$ cat src/logic/axi_lite_pkg.sv
// AXI4-Lite port definitions
// bus widths, payload types and response codes

package axi_lite_pkg;

    // byte address seen on the host port
    localparam int axi_addr_width = 16;

    // one data word per beat
    localparam int axi_data_width = 32;

    // one strobe bit per data byte
    localparam int axi_strb_width = axi_data_width / 8;

    typedef logic [axi_addr_width-1:0] axi_addr_t;
    typedef logic [axi_data_width-1:0] axi_data_t;
    typedef logic [axi_strb_width-1:0] axi_strb_t;
    typedef logic [1:0]                axi_resp_t;

    // bresp and rresp encodings
    localparam axi_resp_t resp_okay   = 2'b00;
    localparam axi_resp_t resp_slverr = 2'b10;

endpackage
$ cat src/logic/shared_mem_pkg.sv
// shared memory geometry
// word index width, byte address split and stored word type

package shared_mem_pkg;

    // 1024 words deep
    localparam int mem_index_width = 10;

    // word index starts above the byte offset bits
    localparam int mem_addr_lsb = 2;

    // number of words held in the RAM
    localparam int mem_depth = 2 ** mem_index_width;

    // first byte address outside the 4 KiB memory
    localparam int unsigned mem_byte_limit = 2 ** (mem_index_width + mem_addr_lsb);

    typedef logic [mem_index_width-1:0] mem_index_t;

    // a stored word is exactly one bus word
    typedef axi_lite_pkg::axi_data_t mem_word_t;

endpackage

$ cat src/logic/axi_lite_ram_slave.sv
// AXI4-Lite slave in front of the shared RAM
// write and read channel control, address range check, responses

`timescale 1ns/1ps

module axi_lite_ram_slave
(
    input  logic                        clk,
    input  logic                        reset,

    // write address and write data channels
    input  axi_lite_pkg::axi_addr_t     awaddr,
    input  logic                        awvalid,
    output logic                        awready,
    input  axi_lite_pkg::axi_data_t     wdata,
    input  axi_lite_pkg::axi_strb_t     wstrb,
    input  logic                        wvalid,
    output logic                        wready,

    // write response channel
    output axi_lite_pkg::axi_resp_t     bresp,
    output logic                        bvalid,
    input  logic                        bready,

    // read address and read data channels
    input  axi_lite_pkg::axi_addr_t     araddr,
    input  logic                        arvalid,
    output logic                        arready,
    output axi_lite_pkg::axi_data_t     rdata,
    output axi_lite_pkg::axi_resp_t     rresp,
    output logic                        rvalid,
    input  logic                        rready,

    // RAM side
    output logic                        wr_en,
    output shared_mem_pkg::mem_index_t  wr_index,
    output shared_mem_pkg::mem_word_t   wr_data,
    output axi_lite_pkg::axi_strb_t     wr_strb,
    output logic                        rd_en,
    output shared_mem_pkg::mem_index_t  rd_index,
    input  shared_mem_pkg::mem_word_t   rd_data
);
    import axi_lite_pkg::*;
    import shared_mem_pkg::*;

    // write channel state
    logic      aw_en;
    axi_addr_t awaddr_q;
    logic      wr_xfer;
    logic      wr_in_range;

    // read channel state
    logic      ar_en;
    axi_addr_t araddr_q;
    logic      reading;
    logic      rd_in_range;

    // aw_en is high while no write is in flight
    // awready and wready pulse together for one cycle once both valids are up
    always_ff @(posedge clk)
    begin
        if (reset)
        begin
            awready <= 1'b0;
            wready  <= 1'b0;
            aw_en   <= 1'b1;
        end
        else if (awvalid && wvalid && aw_en)
        begin
            awready <= 1'b1;
            wready  <= 1'b1;
            aw_en   <= 1'b0;
        end
        else
        begin
            awready <= 1'b0;
            wready  <= 1'b0;
            // next write only after the B transfer
            if (bvalid && bready)
            begin
                aw_en <= 1'b1;
            end
        end
    end

    // capture the write address when the write is accepted
    always_ff @(posedge clk)
    begin
        if (awvalid && wvalid && aw_en)
        begin
            awaddr_q <= awaddr;
        end
    end

    // both channels transfer in the cycle after acceptance
    assign wr_xfer     = awready && awvalid && wready && wvalid;
    assign wr_in_range = awaddr_q < mem_byte_limit;

    // out-of-range writes never reach the RAM
    assign wr_en    = wr_xfer && wr_in_range;
    assign wr_index = awaddr_q[mem_addr_lsb +: mem_index_width];
    assign wr_data  = wdata;
    assign wr_strb  = wstrb;

    // write response raised the cycle after the transfer
    always_ff @(posedge clk)
    begin
        if (reset)
        begin
            bvalid <= 1'b0;
            bresp  <= resp_okay;
        end
        else if (wr_xfer)
        begin
            bvalid <= 1'b1;
            bresp  <= wr_in_range ? resp_okay : resp_slverr;
        end
        else if (bvalid && bready)
        begin
            bvalid <= 1'b0;
        end
    end

    // arready pulse
    // ar_en blocks a second read until the R transfer
    always_ff @(posedge clk)
    begin
        if (reset)
        begin
            arready <= 1'b0;
            ar_en   <= 1'b1;
        end
        else if (arvalid && ar_en)
        begin
            arready <= 1'b1;
            ar_en   <= 1'b0;
        end
        else
        begin
            arready <= 1'b0;
            if (rvalid && rready)
            begin
                ar_en <= 1'b1;
            end
        end
    end

    // read address latch
    always_ff @(posedge clk)
    begin
        if (arvalid && ar_en)
        begin
            araddr_q <= araddr;
        end
    end

    assign rd_in_range = araddr_q < mem_byte_limit;

    // RAM output register loads on the AR transfer
    assign rd_en    = arready && arvalid;
    assign rd_index = araddr_q[mem_addr_lsb +: mem_index_width];

    // one-cycle reading stage while the RAM word is on rd_data
    always_ff @(posedge clk)
    begin
        if (reset)
        begin
            reading <= 1'b0;
        end
        else
        begin
            reading <= rd_en;
        end
    end

    // read data and response two cycles after the AR transfer
    always_ff @(posedge clk)
    begin
        if (reset)
        begin
            rvalid <= 1'b0;
            rresp  <= resp_okay;
            rdata  <= '0;
        end
        else if (reading)
        begin
            rvalid <= 1'b1;
            rresp  <= rd_in_range ? resp_okay : resp_slverr;
            // out of range reads back as zero
            rdata  <= rd_in_range ? rd_data : '0;
        end
        else if (rvalid && rready)
        begin
            rvalid <= 1'b0;
        end
    end

endmodule

$ cat config.mk
export PLATFORM = sky130hd
export DESIGN_NAME = axi_lite_ram_slave
export DESIGN_NICKNAME = d
export VERILOG_FILES = /design/src/logic/axi_lite_pkg.sv /design/src/logic/shared_mem_pkg.sv /design/src/logic/axi_lite_ram_slave.sv
export SDC_FILE = /design/constraint.sdc
export NUM_CORES = 1
export LEC_CHECK = 0
export ABC_AREA = 1
export BUFFER_PORTS_ARGS = -buffer_cell sky130_fd_sc_hd__buf_2
export CAP_MARGIN = 25
export CORE_ASPECT_RATIO = 1.2
export CORE_MARGIN = 2
export CORE_UTILIZATION = 36
export DETAILED_ROUTE_END_ITERATION = 8
export PLACE_DENSITY = 0.74
export SLEW_MARGIN = 20
export SYNTH_ARGS = -nofsm -noshare
export SYNTH_HDL_FRONTEND = slang
export SYNTH_SLANG_ARGS = --single-unit
$ cat constraint.sdc
create_clock -name clk -period 1.11 [get_ports clk]
set_clock_uncertainty 0.05 [all_clocks]
set_input_delay 0.222 -clock clk [delete_from_list [all_inputs] [get_ports clk]]
set_output_delay 0.222 -clock clk [all_outputs]
set_load 0.1 [all_outputs]
# [Word-level counts from Yosys, hierarchy flattened]
# Index checks and enable logic that the tools add are counted.
[word_totals] reg_bits=75 in_bits=107 output_inout_bits=99 elab_cells=41
[op_classes] magnitude_cmp=2 muxes=13 reduce_logical=14
[ops] op="16-bit by 13-bit less-than comparator with 1-bit output (second input constant)" n=2
[ops] op="32-bit two-way mux" n=1
[ops] op="1-bit logical AND" n=10
[ops] op="1-bit two-way mux" n=10
[ops] op="2-bit nonzero test" n=4
[ops] op="2-bit two-way mux" n=2

# [Depth between registers and ports, before layout]
[depth] word_depth=4 ltp_mapped=6 mapped_depth_nobuf=5

# [Worst setup path before layout]
# Ideal clock, no wire load.
[synth_timing] path_kind="register to register" start="register wready" end="register bresp[1]" setup_time_ns=0.186 arrival_ns=2.606 t_required_ns=0.874 slack_ns=-1.732 stages_incl_launch_ff=4 n_path_buf=0 synth_period_minus_slack_ns=2.842 cell_sequence="dfxtp_1 > nand3_1 > nor2_1 > nor2_1"
[synth_between] elab_chain_len=3
[synth_rtl] item="start, declared" line="axi_lite_ram_slave.sv:18" rtl="output logic wready,"
[synth_rtl] item="start signal, assigned" line="axi_lite_ram_slave.sv:65" rtl="wready <= 1'b0;"
[synth_rtl] item="start signal, assigned" line="axi_lite_ram_slave.sv:71" rtl="wready <= 1'b1;"
[synth_rtl] item="start signal, assigned" line="axi_lite_ram_slave.sv:77" rtl="wready <= 1'b0;"
[synth_rtl] item="1-bit logical AND"
[synth_rtl] item="1-bit logical AND (*) (2 in series)" line="axi_lite_ram_slave.sv:96" rtl="assign wr_xfer = awready && awvalid && wready && wvalid;"
[synth_rtl] item="end signal, assigned" line="axi_lite_ram_slave.sv:111" rtl="bresp <= resp_okay;"
[synth_rtl] item="end signal, assigned" line="axi_lite_ram_slave.sv:116" rtl="bresp <= wr_in_range ? resp_okay : resp_slverr;"
[synth_rtl] item="end, declared" line="axi_lite_ram_slave.sv:21" rtl="output axi_lite_pkg::axi_resp_t bresp,"
# Every way passes the cells marked *; elsewhere a longest branch is shown, timed or not.
# A chain may end at the register's enable or synchronous reset.

# [Worst setup path after layout]
[layout_timing] start="register awaddr_q[12]" end="output wr_en"
[layout_between] elab_chain_len=2
[layout_rtl] item="start, declared" line="axi_lite_ram_slave.sv:48" rtl="axi_addr_t awaddr_q;"
[layout_rtl] item="start signal, assigned" line="axi_lite_ram_slave.sv:91" rtl="awaddr_q <= awaddr;"
[layout_rtl] item="16-bit by 13-bit less-than comparator with 1-bit output" line="axi_lite_ram_slave.sv:97" rtl="assign wr_in_range = awaddr_q < mem_byte_limit;"
[layout_rtl] item="1-bit logical AND" line="axi_lite_ram_slave.sv:100" rtl="assign wr_en = wr_xfer && wr_in_range;"
[layout_rtl] item="end, declared" line="axi_lite_ram_slave.sv:35" rtl="output logic wr_en,"
# Every way passes these cells.

==> metrics list <==
- In the layout the commonest cells are sky130_fd_sc_hd__buf_12, sky130_fd_sc_hd__buf_2, sky130_fd_sc_hd__dfxtp_2, sky130_fd_sc_hd__nor2_4, sky130_fd_sc_hd__or2_1.
- Once placement finished, the instance area stood at 4198 um2.
* Root Buffer: sky130_fd_sc_hd__clkbuf_8
* Number of standard cells after synthesis: 275
- The number of global-route vias before repair came to 2487.
* Post-synth top flop: sky130_fd_sc_hd__dfxtp_1
* Core Area: 7620 um2
- TritonCTS clock tree: done
* Global-route total usage across every layer: 19.45%
- Detailed-placement wirelength estimate: 4732 um
- In the finished design, the share of the clock period the worst path needs comes to 137.7%.
- Met1 Track Usage GR: 17.98%
- Total of endpoints with negative setup slack in the final report: 93
- Mean number of vias per cell: 4.660
* Number of warnings reported in the yosys synthesis log: 0
- No sink is reached through more buffers than the 2 on the longest clock path.
* Die H: 100.7 um
* Initial antenna violation count: 2
- Yosys mapped a number of flops with a built-in enable equal to 28.
- Total via count in the routed design: 2260
- Maximum ir drop on the vdd rail: 1242 uV
* H-Tree Level Count: 3
- Cell count after placement: 434
* Unrepaired setup endpoints after global routing: true
* Total Die Area: 8514 um2
- Maximum number of pins on one net before global-route repair: 21
- Chip width: 84.57 um
- Setup CP Type: register to primary output
* Pwr dens: 1350 nW/um2
* Static leakage: 2.109 nW
- Sink count of the clock tree: 69
- STA classifies the critical path startpoint as a register.
- Shortest period the worst path allows: 1529 ps
* Final core area utilization: 68.18%
- Non-filler instance count after layout: 485
- The flow ran to the end, but the final reports show violations.
- The library cell used most frequently in the layout, excluding fill and tap cells, is sky130_fd_sc_hd__buf_12.
* Ports: 206
* Final Max Slew Viols: 0
- Critical path endpoint category: primary output
* Maximum fanout along the worst path: 2
- Number of distinct library cell variants in the gate-level netlist after synthesis: 16
- For the worst-skew pair, the clock arrives at the later sink with an insertion delay of 330 ps.
- The floorplan has 35 rows.
- Data on the critical path is required at its endpoint by 840 ps.
- In this run the remaining antenna-violating nets after routing total 0.
* Number of clock buffers inserted by TritonCTS: 9
- Initial DRC Count: 76
- Max cap viols: 0
- Final Hold Violating Endpoints: 0
- With fillers left out, the area of the finished cells amounts to 5195 um2.
* Hold path cells: 1
- Clock transition time at the flip-flop clock pins of the worst setup and hold paths: 80 ps
- The post-route netlist has 68.62% of its cells at a drive strength greater than 1.
- Met2 usage in global routing: 36.58%
- Routed length per placed instance: 17.28 um
- For this run, global-route usage on met3 was measured as 6.962%.
* Number of nets at the end of the flow: 494
- At the worst endpoint, the arrival time is 1260 ps.
- In this run the most used layer during global routing was met2.
- Mean post-synth cell area: 10.20 um2
- Routability cong.: 0.6898
- The pre-antenna-repair detailed-routing pass consisted of 4 iterations.
- Static timing analysis puts the maximum clock frequency at 0.6540 GHz.
* Drc violations: 0
- Depth of the most critical reg-to-reg path: 5
- Slack of the critical path: -419.0 ps
- Final WL: 8380 um
- Wire length of the first global-routing pass: 12430 um
* Fraction of registers with async set/reset: 0%
- Post-synthesis sequential area ratio: 59.26%
* Synthesized area: 2804 um2
- After synthesis the netlist holds a flip-flop and latch count of 69.
* Violated checks: setup timing
* Overflow left after global routing: 0
- For this configuration, the core starts out at a cell density of 36.80%.
- Buffers placed on the I/O ports in this run total 127.
- The worst hold path belongs to the class input port to register.
- Compared with the post-synthesis result, the final layout area differs by 85.27%.
Yosys cell counts (2+ instances only):
master	n	share of area (%)
sky130_fd_sc_hd__nand2_1	12	1.6
sky130_fd_sc_hd__buf_2	9	1.6
sky130_fd_sc_hd__inv_1	8	1.1
sky130_fd_sc_hd__buf_4	60	16
sky130_fd_sc_hd__o21ai_0	21	3.7
sky130_fd_sc_hd__a21oi_1	4	0.71
sky130_fd_sc_hd__edfxtp_1	28	30
sky130_fd_sc_hd__dfxtp_1	41	29
sky130_fd_sc_hd__or2_1	30	6.7
sky130_fd_sc_hd__nand3_1	2	0.36
sky130_fd_sc_hd__or2_2	2	0.45
sky130_fd_sc_hd__o21ai_1	13	2.3
sky130_fd_sc_hd__nor2_1	42	5.6
worst paths after layout:
kind	start	end	slack [ps]
min	araddr[6]	araddr_q[6]	20
max reg2reg	reading	rdata[29]	-60
min reg2reg	ar_en	arready	440
max	awaddr_q[12]	wr_en	-420
where the power goes:
group	internal [mW]	total (mW)	switching (mW)
clock	1.50	2.51	1.01
combinational	0.641	1.65	1.01
sequential	2.76	2.85	0.0877
critical path, cell delays in order (launching register included):
cell                       delay (ps)
sky130_fd_sc_hd__edfxtp_1         400
sky130_fd_sc_hd__nor2_1           120
sky130_fd_sc_hd__nand2_1           90
sky130_fd_sc_hd__nor2_4           120
sky130_fd_sc_hd__buf_12           180
repair_timing:
action,4_1_cts,5_1_grt
hold buffers,24,1
endpoints found under the setup margin,93,109
pin swaps,6,4
buffers inserted,6,5
gates cloned,3,1
resized for setup,39,84
endpoints found under the hold margin,24,1
cell families (layout without fill, tap and decap cells):
kind of cell,Yosys count,after routing,share of synthesized area [%]
flip-flops,69,69,59.26
AO/OA/AOI/OAI,38,38,6.783
buffers and inverters,78,194,18.88
AND/OR/NAND/NOR,89,89,14.95
other,1,3,0.1337
sequential cells by signal (all words and copies together) (netlist names):
signal and flops:
rvalid 1, ar_en 1, aw_en 1, araddr_q 14
rresp 1, wready 1, bvalid 1, arready 1
bresp 1, rdata 32, awaddr_q 14, reading 1
through the flow:
step | hold slack [ps] | power [mW] | setup slack [ps] | TNS [ps]
finish | 19.94 | 7.012 | -419.0 | -5125
global placement | 348.1 | 4.253 | -61.24 | -1897
detailed placement | 350.1 | 4.277 | -99.78 | -2616
CTS | 0.6116 | 6.978 | -402.2 | -8469
global route | 0.6826 | 7.251 | -522.3 | -10110
floorplan | 270.9 | 4.345 | -321.1 | -783.1
final cells by class:
type | instances | area, um2
well taps | 92 | 115.1
clock inverters | 7 | 122.6
clock buffers | 9 | 123.9
multi-input cells | 129 | 991.0
flip-flops and latches | 69 | 1718
inverters | 9 | 40.04
repair buffers | 169 | 2082
diodes | 1 | 2.502
fillers | 529 | 2425
per-layer routing:
layer / wire, um / share of wire (%) / vias up
met4: 298 / 3.6 / 2
met1: 2614 / 31 / 1068
met3: 556 / 6.6 / 39
li1: - / - / 1059
met2: 4903 / 59 / 92
met5: 7 / 0.084 / -
(Power assumes the default switching activity.)
